## config.mk

```make
export PLATFORM = sky130hd
export DESIGN_NAME = ppu_timing
export DESIGN_NICKNAME = d
export VERILOG_FILES = /design/src/common/ppu_pkg.sv /design/src/ppu/ppu_timing.sv
export SDC_FILE = /design/constraint.sdc
export NUM_CORES = 1
export LEC_CHECK = 0
export BUFFER_PORTS_ARGS = -buffer_cell sky130_fd_sc_hd__buf_2
export CORE_MARGIN = 8
export CORE_UTILIZATION = 39
export DETAILED_ROUTE_END_ITERATION = 16
export GPL_TIMING_DRIVEN = 0
export PLACE_DENSITY_LB_ADDON = 0.2
export SYNTH_ARGS = -nofsm -noshare
export SYNTH_HDL_FRONTEND = slang
export SYNTH_SLANG_ARGS = --single-unit
```

## constraint.sdc

```tcl
create_clock -name clk -period 3.09 [get_ports clk]
set_input_delay 0.309 -clock clk [delete_from_list [all_inputs] [get_ports clk]]
set_output_delay 0.309 -clock clk [all_outputs]
set_load 0.03 [all_outputs]
```

## src/common/ppu_pkg.sv

```systemverilog
package ppu_pkg;

  // ========================================
  // Plain widths
  // ========================================

  // CPU side address and data
  typedef logic [15:0] bus_addr_t;
  typedef logic [7:0] byte_t;

  // Background colour index, before BGP
  typedef logic [1:0] color_idx_t;

  // Shade after BGP
  typedef logic [1:0] shade_t;

  // Dot position within a line, line number within a frame
  typedef logic [8:0] dot_t;
  typedef logic [7:0] line_t;

  // Encoding matches STAT bits 1:0
  typedef enum logic [1:0] {
    hblank   = 2'd0,
    vblank   = 2'd1,
    oam_scan = 2'd2,
    transfer = 2'd3
  } ppu_mode_t;

  // ========================================
  // Bundles
  // ========================================

  // Host-visible LCD registers, LY and STAT low bits live elsewhere
  typedef struct packed {
    byte_t      lcdc;
    logic [3:0] stat_en;  // STAT 6:3, LYC / mode 2 / mode 1 / mode 0 sources
    byte_t      scy;
    byte_t      scx;
    byte_t      lyc;
    byte_t      bgp;
    byte_t      wy;
    byte_t      wx;
  } ppu_regs_t;

  // One host bus cycle
  typedef struct packed {
    bus_addr_t addr;
    byte_t     wdata;
    logic      write_en;
    logic      read_en;
  } host_req_t;

  // One shaded pixel with its screen position
  typedef struct packed {
    line_t  x;
    line_t  y;
    shade_t shade;
  } pixel_t;

  // ========================================
  // Address map
  // ========================================

  localparam bus_addr_t vram_start = 16'h8000;
  localparam bus_addr_t vram_end = 16'h9FFF;
  localparam bus_addr_t oam_start = 16'hFE00;
  localparam bus_addr_t oam_end = 16'hFE9F;
  localparam bus_addr_t regs_start = 16'hFF40;
  localparam bus_addr_t regs_end = 16'hFF4B;

  localparam bus_addr_t lcdc_addr = 16'hFF40;
  localparam bus_addr_t stat_addr = 16'hFF41;
  localparam bus_addr_t scy_addr = 16'hFF42;
  localparam bus_addr_t scx_addr = 16'hFF43;
  localparam bus_addr_t ly_addr = 16'hFF44;
  localparam bus_addr_t lyc_addr = 16'hFF45;
  localparam bus_addr_t dma_addr = 16'hFF46;
  localparam bus_addr_t bgp_addr = 16'hFF47;
  localparam bus_addr_t wy_addr = 16'hFF4A;
  localparam bus_addr_t wx_addr = 16'hFF4B;

  localparam int vram_words = 8192;
  localparam int oam_words = 160;

endpackage

```

## src/ppu/ppu_timing.sv

```systemverilog
`timescale 1ns/1ps

module ppu_timing #(
  parameter int dots_per_line = 456,
  parameter int lines_per_frame = 154,
  parameter int screen_height = 144,
  parameter int mode2_len = 80
) (
  input  logic                clk,
  input  logic                reset,
  input  ppu_pkg::ppu_regs_t  regs,
  input  logic                line_done,
  output ppu_pkg::ppu_mode_t  mode,
  output ppu_pkg::line_t      ly,
  output ppu_pkg::dot_t       dot,
  output logic                flush,
  output logic                vblank_req,
  output logic                stat_req,
  output logic                lyc_match
);

  import ppu_pkg::*;

  // Geometry in counter widths
  localparam dot_t last_dot = dot_t'(dots_per_line - 1);
  localparam dot_t last_scan_dot = dot_t'(mode2_len - 1);
  localparam line_t last_line = line_t'(lines_per_frame - 1);
  localparam line_t last_visible = line_t'(screen_height - 1);

  // LCDC bit 7
  logic lcd_on;
  logic end_of_line;

  // Previous values for STAT edge detection
  line_t     ly_prev;
  ppu_mode_t mode_prev;

  assign lcd_on = regs.lcdc[7];
  assign end_of_line = (dot == last_dot);

  // ========================================
  // Dot and line counters
  // ========================================

  always_ff @(posedge clk or posedge reset) begin
    if (reset) begin
      dot        <= '0;
      ly         <= '0;
      vblank_req <= 1'b0;
    end else begin
      vblank_req <= 1'b0;
      if (!lcd_on) begin
        // Held at the top of the frame
        dot <= '0;
        ly  <= '0;
      end else if (end_of_line) begin
        dot <= '0;
        if (ly == last_line) begin
          ly <= '0;
        end else begin
          ly <= ly + 1'b1;
        end
        // Entering the first VBlank line
        if (ly == last_visible) begin
          vblank_req <= 1'b1;
        end
      end else begin
        dot <= dot + 1'b1;
      end
    end
  end

  // ========================================
  // Mode state machine
  // ========================================

  always_ff @(posedge clk or posedge reset) begin
    if (reset) begin
      mode  <= oam_scan;
      flush <= 1'b0;
    end else begin
      flush <= 1'b0;
      if (!lcd_on) begin
        mode <= oam_scan;
      end else if (end_of_line) begin
        // Next line decides the mode
        if (ly == last_line) begin
          mode <= oam_scan;
        end else if (ly >= last_visible) begin
          mode <= vblank;
        end else begin
          mode <= oam_scan;
        end
      end else begin
        unique case (mode)
          oam_scan: begin
            // Fetcher and writer restart with the transfer
            if (dot == last_scan_dot) begin
              mode  <= transfer;
              flush <= 1'b1;
            end
          end
          transfer: begin
            if (line_done) begin
              mode <= hblank;
            end
          end
          // HBlank and VBlank only leave at end of line
          hblank: ;
          vblank: ;
        endcase
      end
    end
  end

  // ========================================
  // STAT sources
  // ========================================

  always_ff @(posedge clk or posedge reset) begin
    if (reset) begin
      stat_req  <= 1'b0;
      lyc_match <= 1'b0;
      ly_prev   <= '0;
      mode_prev <= oam_scan;
    end else begin
      stat_req  <= 1'b0;
      // Coincidence flag, one cycle behind LY
      lyc_match <= (ly == regs.lyc);
      ly_prev   <= ly;
      mode_prev <= mode;
      if (lcd_on) begin
        // LY reached LYC
        if (regs.stat_en[3] && ly != ly_prev && ly == regs.lyc) begin
          stat_req <= 1'b1;
        end
        // Mode entry sources
        if (mode != mode_prev) begin
          if (regs.stat_en[2] && mode == oam_scan) begin
            stat_req <= 1'b1;
          end
          if (regs.stat_en[1] && mode == vblank) begin
            stat_req <= 1'b1;
          end
          if (regs.stat_en[0] && mode == hblank) begin
            stat_req <= 1'b1;
          end
        end
      end
    end
  end

endmodule

```

### Yosys cells after proc, flatten, opt, wreduce, memory -nomap -nowiden

Cells that the tools add are included.
W data, S select, Z words.

* register bits: 33
* bits of input ports: 63
* output and inout bits: 23
* logic and storage cells: 58

* add/sub/neg operators: 2
* magnitude comparators: 1
* equal/unequal tests: 14
* mux-type cells: 25
* reductions and logical operators: 7

Operator list (count)
* $mux W8: 3
* $mux W9: 2
* $eq A8 B8 Y1 const B: 2
* $mux W1: 13
* $mux W2: 6
* $add A9 B1 Y9 const B: 1
* $eq A9 B7 Y1 const B: 1
* $eq A9 B9 Y1 const B: 1
* $add A8 B1 Y8 const B: 1
* $eq A8 B8 Y1: 1
* $ge A8 B8 Y1 const B: 1
* $ne A4 B4 Y1 const B: 2
* $ne A8 B8 Y1: 1
* $logic_and A1 B1 Y1: 5
* $eq A2 B2 Y1 const B: 2
* $ne A4 B1 Y1 const B: 1
* $pmux W2 S2: 1
* $reduce_and A3 Y1: 1
* $eq A2 B1 Y1 const B: 1
* $logic_not A2 Y1: 1
* $ne A2 B1 Y1 const B: 1
* $ne A2 B2 Y1: 1

### Depth between registers and ports, before layout

Gate-level depths: netlist (run 1).

* depth after elaboration: 9
* gate-level depth with buffers: 6
* gate-level depth less buffers: 6

### Worst setup path after synthesis (run 1)

OpenSTA, ideal clock, no wires.

* path kind: register -> register
* start: register ly[0]
* end: register ly[7]
* library setup time: 0.121 ns
* data arrival time: 2.008 ns
* data required time: 2.969 ns
* slack: 0.961 ns
* cell stages (with the launch flop): 6
* path buffers: 0
* clock period less this slack: 2.129 ns
* cell sequence: dfrtp_1 > ha_1 > or4b_1 > o31ai_1 > o21ai_0 > a22o_1

* cells in the longest elaborated chain, start to end: 4
* elaborated cells on any way between the ends: 5
* those cells by class: add/sub (1); eq/ne (1); mux (3)

RTL lines
* from (decl): line ppu_timing.sv:14 `output ppu_pkg::line_t ly,`
* from (signal assigned): line ppu_timing.sv:61 `ly <= ly + 1'b1;`
* $add A8 B1 Y8 / $eq A8 B8 Y1 (equally long branches): line ppu_timing.sv:61, ppu_timing.sv:58
* $mux W8 (*): line ppu_timing.sv:58 `if (ly == last_line) begin`
* $mux W8 (*): line ppu_timing.sv:56 `end else if (end_of_line) begin`
* $mux W8 (*): line ppu_timing.sv:52 `if (!lcd_on) begin`

Every way passes the cells marked *; elsewhere a longest branch is shown, timed or not. The select of a mux whose other input is x is not followed.
A chain may end at the register's enable or synchronous reset.

### Worst setup path after layout (run 1)

Ends and elaborated chain as after synthesis.

==> impl.org, run 1 <==
** Timing
- Across the routed clock network, the largest skew measured is 2.80 ps.
- Slew margin rel. :: 0.519
- For the finished layout, the period the worst path requires is 2240 ps.
- Setup violations remaining at the end of the flow were counted as 0.
- Based on the critical path, the design can be clocked at up to 447 MHz.
- Unrepaired setup endpoints after global routing :: no
- Hold timing on the final database bottoms out at a slack of 50.4 ps.
- Number of failing hold endpoints at the final stage :: 0
- Sum Neg Setup Slack :: 0 ps
- Max-slew violations :: 0
- Fraction of the cycle the final worst path needs :: 0.725
- At the pin with the least slew margin, the transition time is 717 ps.

** Floorplan
- Die Outline Area :: 6550 um^2
- Die span in x :: 81.0 um
- Pin placement for this block handled 86 I/O pins.
- The floorplan step set the die height to 81.0 um.
- Effective utilization at floorplan :: 0.408
- Std cell rows :: 23
- Core area :: 4030 um^2

** Critical path
- Crit path max fanout :: 10
- The worst setup path is launched from a register.
- The critical path in this run is classified as register to register.
- STA puts the critical path data arrival time at 2400 ps.
- Data required, critical path :: 3250 ps
- The worst setup path is captured at a register.

** Logic synthesis
- Yosys mapped a number of flops with a built-in enable equal to 0.
- Synth top area cells :: dfrtp_1 (47%), xor2_1 (5.9%), xnor2_1 (5.3%)
- Synthesized instance count :: 160
- For this run, the number of Yosys warnings is 0.
- Number of flip-flops and latches in the synthesized netlist :: 33
- Most instantiated flip-flop cell in the synthesis netlist :: dfrtp_1
- Counting flops with an async set or reset pin after synthesis yields a share of 1.00.
- The cell area that synthesis handed to floorplanning was 1650 um^2.
- Sequential-to-total area share from yosys stat :: 0.503
- In this run the mean area of a mapped cell was 10.3 um^2.
- The share of synthesized area in the top cell type comes to 0.471.
- Synth Net Count :: 226
- Synth area leader :: dfrtp_1
- Yosys mapped the design onto 38 distinct sky130hd cell types.

** Detailed routing
- Routed via count :: 1353
- Residual DRC count :: 0
- After detailed routing, the total wire length is 4000 um.
- After the first detailed-routing iteration, the DRC count stood at 55.
- Using the TritonRoute via totals, the vias-per-cell ratio works out to 5.26.
- Remaining antenna violation count :: 0
- First-pass detailed-route iteration total :: 4
- Dividing the detail-routed wire length by the instance count gives 15.6 um.

** Power and ir drop
- Power Density :: 400 nW/um^2
- Proportion of power drawn by flip-flops and latches :: 0.547
- Of the total power, the clock network draws 0.383.
- Fraction of power consumed by combinational cells :: 0.071
- Peak VDD IR :: 250 uV
- Internal Dissipation :: 0.614 mW
- Pleak :: 0.987 nW
- The analysis attributes to net switching a power of 0.189 mW.
- Switching portion of total power :: 0.236

** Clock network
- Clk buf depth :: 2
- Setup bufs post-CTS :: 0
- TritonCTS created 5 clock buffers.
- Worst-Skew Late Latency :: 280 ps
- Total number of clock tree sinks :: 33
- Post-CTS clock slew at the launch and capture registers of the worst setup and hold paths :: 70 ps
- After clock tree synthesis, the flow added hold-fix buffers numbering 0.
- Clock tree from TritonCTS :: built
- CTS built an H-tree with a depth of 2.
- Root buffer cell :: clkbuf_8
- In this run, post-CTS repair resized a total of 0 instances.

** Global route
- The number of antenna violations at the first check in global routing was 0.
- The number of global-route vias before repair was 1440.
- The first global-routing pass estimated 6760 um of wire.
- In the global route stage, overall resource usage came out at 0.131.
- Entering global routing, the biggest net connects 34 pins.
- Remaining global-route overflow :: 0

** Run
- Across the run, the number of max-cap violations was 0.

** Layout
- The net count of the finished layout is 272.
- Of the cells placed in the final design, the portion with a size suffix greater than 1 is 0.261.
- Area growth from synthesis to layout :: 22.1%
- Inserted Diodes :: 0

** Placement
- Total half-perimeter wirelength after legalization and detailed placement :: 2930 um
- Routability-driven placement finished with a final weighted congestion of 0.817.
- Count of buffers inserted at the top-level ports :: 38

** Run status
- Result of the run :: finished, final reports clean

** Hold path
- Worst min-delay path class :: primary input to async pin
[layout make-up]
class | instances | area [um^2]
fillers | 392 | 2020
flip-flops and latches | 33 | 828
multi-input cells | 111 | 748
repair buffers | 39 | 218
clock buffers | 6 | 72.6
well taps | 50 | 62.6
plain buffers | 9 | 42.5
inverters | 7 | 26.3
clock inverters | 2 | 10.0
[Yosys cell counts (3+ instances only)]
| library cell | number |
|---|---|
| dfrtp_1 | 31 |
| clkbuf_1 | 7 |
| nor2_1 | 9 |
| o31ai_1 | 4 |
| nand2_1 | 15 |
| ha_1 | 3 |
| a22o_1 | 3 |
| xor2_1 | 11 |
| inv_1 | 7 |
| o21ai_0 | 6 |
| xnor2_1 | 10 |
| a21oi_1 | 6 |
| nand3_1 | 4 |
| o211ai_1 | 3 |
| nand4_1 | 3 |
| nor3_1 | 6 |
| and2_1 | 3 |
[worst max-delay path, stage by stage, from the launching register on]
cell and delay [ps]:
dfrtp_1 560, ha_1 200, or4b_1 460, o31ai_1 440
o21ai_0 190, a22o_1 280
[worst paths after layout]
| kind | from | end | slack, ps | cells after the start |
|---|---|---|---|---|
| worst min-delay path | reset | ly_prev[4]$_DFF_PP0_ | 50 | 2 |
| max in group asynchronous | reset | ly[2]$_DFFE_PP0P_ | 2580 | 3 |
| worst min register to register | ly[4]$_DFFE_PP0P_ | ly_prev[4]$_DFF_PP0_ | 400 | 0 |
| worst max register to register | ly[0]$_DFFE_PP0P_ | ly[7]$_DFFE_PP0P_ | 850 | 5 |
| worst max-delay path | ly[0]$_DFFE_PP0P_ | ly[7]$_DFFE_PP0P_ | 850 | 5 |
| min in group clk | regs[29] | lyc_match$_DFF_PP0_ | 340 | 4 |
[power groups by stage]
stage / sequential (mW) / combinational, mW / clock, mW
2_1_floorplan: 0.453 / 0.0243 / 0
3_3_place_gp: 0.446 / 0.0508 / 0
3_5_place_dp: 0.447 / 0.0531 / 0
4_1_cts: 0.439 / 0.0533 / 0.313
5_1_grt: 0.439 / 0.0637 / 0.335
6_report: 0.439 / 0.0567 / 0.307
[per-stage QoR]
stage	setup WS (ps)	cell area, um^2	std cells	util	total power [mW]
2_1_floorplan	961	1650	160	-	0.477
3_3_place_gp	949	1900	248	0.471	0.497
3_5_place_dp	897	1900	248	0.471	0.500
4_1_cts	887	1980	256	0.492	0.806
5_1_grt	698	2010	257	0.498	0.838
6_report	850	2010	257	0.498	0.803
[state kept, by name, indices dropped and copies added, names as in the netlist]
register	flops
dot	9
flush	1
ly	8
ly_prev	8
lyc_match	1
mode	2
mode_prev	2
stat_req	1
vblank_req	1
[cell usage in the layout, fill, tap and decap left out, drive strengths merged, types with 4 or more instances in the layout]
| cell type | n |
|---|---|
| buf | 41 |
| dfrtp | 31 |
| nand2 | 15 |
| clkbuf | 13 |
| xor2 | 11 |
| xnor2 | 10 |
| nor2 | 9 |
| inv | 6 |
| o21ai | 6 |
| a21oi | 6 |
| nor3 | 6 |
| o31ai | 4 |
| nand3 | 4 |
[logic make-up after synthesis]
family,synth area share
simple gates,0.173
flops,0.503
compound gates,0.141
xor+xnor,0.112
buf+inv,0.0418
fa+ha+maj,0.0228
mux,0.00608
[per-layer routing]
layer  GRT usage  vias to the layer above  wire, um
li1            -                      649         -
met1       0.153                      662      1760
met4      0.0429                        0        48
met2       0.227                       35      1970
met5           0                        -         0
met3      0.0342                        7       227
(Power assumes the default switching activity.)
==> inputs of run 2 (changes only) <==
==> constraint.sdc (replaced) <==
create_clock -name clk -period 2.2 [get_ports clk]
set_input_delay 0.22 -clock clk [delete_from_list [all_inputs] [get_ports clk]]
set_output_delay 0.22 -clock clk [all_outputs]
set_load 0.03 [all_outputs]
==> run 2 against run 1 <==
- non-clock buffer count is 1 higher
- cell count up 0.39%
- core utilization grew 0.90 points
- clock power rose by 41%
- die area did not move
- hold slack better by 200 ps
- critical path type unchanged
- critical endpoint unchanged
==> impl.org, run 2 (synthesis results as in run 1) <==
** Run status
- The run finished with clean final reports.

** Detailed routing
- The count of antenna-violating nets left after detailed routing was 0 (unchanged).
- Via count normalized by instance count :: 5.25 (-0.24%)
- Routed via count :: 1355 (+0.15%)
- Residual DRC count :: 0 (unchanged)
- First-pass detailed-route iteration total :: 4 (unchanged)
- Average wire per cell in the routed design :: 15.5 um (-0.31%)
- The aggregate routed wire length is 4000 um (about the same).
- The number of DRC violations after detailed-routing iteration 0 was 52 (-5.5%).

** Clock network
- Clock tree from TritonCTS :: built
- Post-CTS clock slew at the launch and capture registers of the worst setup and hold paths :: 70 ps (about the same)
- The number of setup buffers added after CTS was 0 (unchanged).
- Worst-Skew Late Latency :: 280 ps (about the same)
- Root buffer cell :: clkbuf_8
- Clk buf depth :: 2 (unchanged)
- Total number of clock tree sinks :: 33 (unchanged)
- The number of buffers added by the clock tree synthesis step came to 5 (unchanged).
- Max H-tree Level :: 2 (unchanged)

** Global route
- The global-route met2 utilization was 0.225 (-0.00241).
- Remaining global-route overflow :: 0 (unchanged)
- Most congested layer reported by global routing :: met2
- Largest net degree at the start of global routing :: 34 (unchanged)
- Initial antenna violation count :: 0 (unchanged)
- The global routing met3 resource utilization came to 0.0353 (+0.00110).
- The wire length of the first global-routing pass was 6760 um (unchanged).
- The aggregate global-route resource usage came to 0.131 (unchanged).
- Via count of the first global-routing pass :: 1463 (+1.6%)
- Met1 track utilization from global routing :: 0.151 (-0.00133)

** Critical path
- The worst setup path is of the register to register kind.
- Data required, critical path :: 2410 ps (-840 ps)
- STA classifies the critical path endpoint as a register.
- The largest fanout of any net on the critical path was 10 (unchanged).
- Kind of start point of the critical path :: register
- Data arrival time at the worst-slack endpoint :: 2270 ps (-130 ps)

** Floorplan
- The die area was 6550 um^2 (unchanged).
- The area of the core region came to 4030 um^2 (unchanged).
- Std cell rows :: 23 (unchanged)
- I/O pin count :: 86 (unchanged)
- The width of the chip came to 81.0 um (unchanged).
- Effective utilization at floorplan :: 0.408 (unchanged)
- Die boundary height :: 81.0 um (unchanged)

** Power and ir drop
- Power Density :: 554 nW/um^2 (+39%)
- Pleak :: 1.01 nW (+2.0%)
- The peak supply drop came to 353 uV (+41%).
- Power, Total :: 1.13 mW (+41%)

** Layout
- Most common library cell in the layout ignoring fill and taps :: buf_2
- Layout net count :: 273 (+0.37%)
- The share of layout cells above drive strength 1 came to 0.269 (+0.00836).
- Register name with the most flops :: dot
- Inserted Diodes :: 0 (unchanged)
- Highest-count cells in the layout ignoring fill and taps :: buf_2 (39), dfrtp_1 (30), nand2_1 (15)
- The largest registers in the layout are dot (9), ly (8), ly_prev (8).
- Relative to the synthesized area, the layout overhead comes to 24.3%.
- The number of flip-flops in the largest register came to 9 (unchanged).
- Non-filler cells in the finished layout :: 258 (+0.39%)

** Timing
- The transition time of the tightest slew-check pin was 717 ps (-0.00107 ps).
- Fraction of the cycle the final worst path needs :: 0.935 (+0.210)
- Maximum frequency from static timing analysis :: 486 MHz (+8.9%)
- The aggregate negative setup slack is 0 ps (unchanged).
- The final-report max-slew violation count is 0 (unchanged).
- Fin Clk Skew :: 3.26 ps (+0.463 ps)
- The final number of hold-violating endpoints is 0 (unchanged).
- The clock period minus final worst setup slack was 2060 ps (-182 ps).
- Slew margin rel. :: 0.519 (about the same)
- Final Setup Violations :: 0 (unchanged)
- Setup repair after global routing left no endpoint under its margin.

** Hold path
- Worst min-delay path class :: primary input to register

** Placement
- The final weighted congestion in routability-driven placement came to 0.817 (unchanged).
- Cell count after placement :: 248 (unchanged)
- Count of buffers inserted at the top-level ports :: 38 (unchanged)
- Total half-perimeter wirelength after legalization and detailed placement :: 2930 um (unchanged)

** Run
- Max-capacitance violation count :: 0 (unchanged)
[run 2: cell types whose count changed in the layout (fill, tap and decap cells not counted)]
cell           delta
o31ai_4           +1
dfrtp_1           -1
o41ai_2           -1
o41ai_4           +1
dfrtp_2           +1
dlygate4sd3_1     +1
o31ai_1           -1
[run 2: worst max-delay path: stages, from the launching register on]
cell and delay, ps:
dfrtp_1 420, or3b_4 440, or4_4 530, buf_6 160, a21oi_1 240, a22o_1 190
[run 2: final timing paths]
check | from | end | slack, ps | cells past startpoint
max | dot[5]$_DFF_PP0_ | ly[7]$_DFFE_PP0P_ | 140 | 5
min | regs[29] | lyc_match$_DFF_PP0_ | 250 | 4
max reg2reg | dot[5]$_DFF_PP0_ | ly[7]$_DFFE_PP0P_ | 140 | 5
min reg2reg | ly[4]$_DFFE_PP0P_ | ly_prev[4]$_DFF_PP0_ | 400 | 0
max in group asynchronous | reset | ly[0]$_DFFE_PP0P_ | 1220 | 4
min in group asynchronous | reset | ly_prev[4]$_DFF_PP0_ | 510 | 3
[run 2: per-stage QoR]
step / setup WS [ps] / hold WS, ps / utilization / cell area [um^2]
floorplan: 70.6 / 347 / - / 1650
global placement: 59.4 / 375 / 0.471 / 1900
detailed placement: 7.13 / 383 / 0.471 / 1900
CTS: 65.2 / 251 / 0.493 / 1990
global route: 47.2 / 278 / 0.507 / 2040
finish: 143 / 250 / 0.507 / 2040
[run 2: cell type report]
cell class                 count  area (um^2)
sequential                    33          830
tap                           50         62.6
inverter                       7         26.3
clock inverter                 2         10.0
multi-input combinational    111          773
clock buffer                   6         72.6
fill                         392         1980
buffer                         9         42.5
timing repair buffer          40          228
[run 2: repair_timing]
item,CTS,global route
hold endpoints to repair,0,15
endpoints found under the setup margin,1,2
gates resized for setup,1,3
hold buffers,0,1
[run 2: power breakdown]
| part | internal (mW) | switching, mW |
|---|---|---|
| combinational | 0.0345 | 0.0489 |
| clock | 0.219 | 0.215 |
| sequential | 0.611 | 0.00500 |
| total | 0.865 | 0.268 |
[run 2: metal layers]
| layer | wire [um] | up-vias |
|---|---|---|
| met5 | 0 | - |
| met4 | 64 | 0 |
| met3 | 254 | 7 |
| met2 | 1940 | 39 |
| met1 | 1740 | 654 |
| li1 | - | 655 |
==> inputs of run 3 (changes only) <==
==> constraint.sdc (replaced) <==
create_clock -name clk -period 1.7 [get_ports clk]
set_input_delay 0.17 -clock clk [delete_from_list [all_inputs] [get_ports clk]]
set_output_delay 0.17 -clock clk [all_outputs]
set_load 0.03 [all_outputs]
==> run 3 against run 2 <==
- the run now ends with hold timing, setup timing left
- largest cell class unchanged
- sequential power up 30%
- largest power group unchanged
- total power up 30%
- critical path depth unchanged
- cell area up 4.2%
- critical path type unchanged
- via count up 1.2%
- maximum frequency up 11%
- hold slack worse by 270 ps
- cell count up 0.78%
- combinational power up 25%
- highest routed layer unchanged
- register-to-register slack worse by 300 ps
==> impl.org, run 3 (synthesis results as in run 1) <==
** Timing
- The number of setup violations in the final report was 12 (+12).
- Slew margin rel. :: 0.541 (+0.0218)
- The aggregate negative setup slack was -1370 ps (-1370 ps).
- Unrepaired setup endpoints after global routing :: yes
- The final number of hold-violating endpoints is 20 (+20).
- The transition time of the tightest slew-check pin came to 688 ps (-29.3 ps).
- The final-report max-slew violation count is 0 (unchanged).
- Min cycle time layout :: 1860 ps (-198 ps)
- The post-route clock period utilization was 1.09 (+0.159).
- Crit path setup slack, layout :: -160 ps (-302 ps)
- The hold slack was -18.2 ps (-268 ps).
- Maximum frequency from static timing analysis :: 538 MHz (+11%)
- The setup skew after layout came to 10.1 ps (+6.85 ps).

** Clock network
- Root buffer cell :: clkbuf_8
- Clk buf depth :: 2 (unchanged)
- The number of H-tree branching levels is 2 (unchanged).
- TritonCTS built the clock tree.
- The clock latency at the later pin of the worst-skew pair came to 290 ps (about the same).
- The clock-pin slew of the registers on the worst-case setup and hold paths came to 70 ps (about the same).
- Total number of clock tree sinks :: 33 (unchanged)
- TritonCTS Buffers :: 5 (unchanged)

** Run
- Max-capacitance violation count :: 0 (unchanged)

** Layout
- More flip-flops sit in one register than any other, and that register is dot.
- Count of filler cells inserted in the layout :: 387 (-1.3%)
- Compared with the post-synthesis result, the final layout area differs by 29.5%.
- In the layout the commonest cells are buf_2 (38), dfrtp_1 (21), nand2_1 (15).
- Max FFs per register :: 9 (unchanged)
- Non-filler cells in the finished layout :: 260 (+0.78%)
- Inserted Diodes :: 0 (unchanged)
- Most common library cell in the layout ignoring fill and taps :: buf_2
- The area taken by multi-input logic gates is 820 um^2 (+6.0%).
- The largest registers in the layout are dot (9), ly (8), ly_prev (8).
- The net count reported at finish is 275 (+0.73%).
- The share of layout cells above drive strength 1 was 0.400 (+0.131).
- The area used by sequential logic in the layout is 841 um^2 (+1.4%).

** Placement
- Placer Congestion :: 0.815 (-0.27%)
- Place WS :: -287 ps (-294 ps)
- Count of buffers inserted at the top-level ports :: 38 (unchanged)
- Cell count after placement :: 248 (unchanged)
- The sum of net half-perimeters after detailed placement was 2970 um (+1.3%).

** Critical path
- Cell family contributing the most delay on the critical path :: simple AND/OR/NAND/NOR gates
- Crit path max fanout :: 8 (-2)
- Worst setup path category :: register to register
- The worst stage delay on the critical path came to 440 ps (-90 ps).
- Highest-delay cell along the critical path :: or4_4
- Cell Chain, Critical Path :: or3b_4, or4_4, buf_8, a211o_1, a21boi_1
- The worst setup path is captured at a register.
- The endpoint arrival time on the critical path came to 2070 ps (-200 ps).
- Kind of start point of the critical path :: register
- Data required, critical path :: 1910 ps (-500 ps)
- Buffer and inverter count on the worst path :: 1 (unchanged)

** Detailed routing
- The count of antenna-violating nets left after detailed routing came to 0 (unchanged).
- The total via count after detailed routing is 1371 (+1.2%).
- The number of detailed-routing iterations run before antenna repair came to 4 (unchanged).
- The number of DRC violations after detailed-routing iteration 0 was 78 (+50%).
- Total wire length after detailed routing :: 4050 um (+1.2%)
- The average vias per placed instance is 5.27 (+0.40%).
- The wire length per cell is 15.6 um (+0.42%).
- The total DRC errors in the routed layout was 0 (unchanged).

** Power and ir drop
- The clock power share is 0.389 (+0.007).
- The switching share of power was 0.245 (+0.00842).
- Fraction of power consumed by combinational cells :: 0.070 (-0.004)
- Power Density :: 693 nW/um^2 (+25%)
- Pleak :: 1.04 nW (+3.4%)
- The internal power is 1.11 mW (+29%).
- Net Switching :: 0.362 mW (+35%)
- The register share of total power is 0.541 (-0.003).
- Peak VDD IR :: 324 uV (-8.4%)

** Floorplan
- Std cell rows :: 23 (unchanged)
- Die span in x :: 81.0 um (unchanged)
- The initial core utilization was 0.408 (unchanged).
- The top-level I/O count was 86 (unchanged).
- The die height is 81.0 um (unchanged).
- Core area :: 4030 um^2 (unchanged)
- Die Outline Area :: 6550 um^2 (unchanged)

** Run status
- Violations in the final reports :: hold timing, setup timing
- The run finished, with violations left.

** Global route
- Via count of the first global-routing pass :: 1446 (-1.2%)
- Largest net degree at the start of global routing :: 34 (unchanged)
- The wire length of the first global-routing pass was 6820 um (+0.92%).
- The number of antenna violations at the first check in global routing came to 0 (unchanged).
- Remaining global-route overflow :: 0 (unchanged)
- The aggregate global-route resource usage came to 0.134 (+0.00319).

** Hold path
- In this run the worst hold path is classified as primary input to async pin.
## run 3: path summary, 6_finish.rpt
kind,startpoint,end,slack (ps),depth (start not counted)
min in group clk,line_done,mode[1]$_DFFE_PP1P_,220,4
max in group asynchronous,reset,ly[2]$_DFFE_PP0P_,1220,2
worst max-delay path,dot[5]$_DFF_PP0_,ly[1]$_DFFE_PP0P_,-160,5
worst min-delay path,reset,ly_prev[3]$_DFF_PP0_,-20,2
worst min register to register,mode[1]$_DFFE_PP1P_,mode_prev[1]$_DFF_PP1_,420,0
worst max register to register,dot[5]$_DFF_PP0_,ly[1]$_DFFE_PP0P_,-160,5
## run 3: cell type report
| type | count | area share |
|---|---|---|
| Buffer | 3 | 0.0141 |
| Clock buffer | 5 | 0.0323 |
| Clock inverter | 3 | 0.00822 |
| Inverter | 7 | 0.0123 |
| Multi-Input combinational cell | 111 | 0.385 |
| Sequential cell | 33 | 0.395 |
| Tap cell | 50 | 0.0294 |
| Timing Repair Buffer | 48 | 0.124 |
## run 3: power by group through the flow
stage | Combinational (mW) | Clock (mW) | Sequential [mW]
floorplan | 0.0477 | 0 | 0.824
global route | 0.118 | 0.621 | 0.799
CTS | 0.103 | 0.588 | 0.798
global placement | 0.0974 | 0 | 0.812
detailed placement | 0.101 | 0 | 0.813
finish | 0.104 | 0.574 | 0.798
## run 3: metrics by stage
step,cell area [um^2],util,power (mW)
after floorplan,1710,-,0.872
after global placement,1960,0.487,0.910
after detailed placement,1960,0.487,0.914
after CTS,2090,0.520,1.49
after global routing,2130,0.529,1.54
final,2130,0.529,1.48
## run 3: repair_timing
item,CTS,global route
pin swaps,8,3
resized for setup,6,7
setup buffers,8,2
setup endpoints to repair,20,13
hold buffers,0,0
## run 3: routing by layer
layer	vias up	GRT usage	share of wire	routed length [um]
met5	-	0	0	0
met4	0	0.0554	0.013	53
met3	6	0.0453	0.068	276
met2	35	0.218	0.51	2050
met1	673	0.158	0.41	1670
li1	657	-	-	-
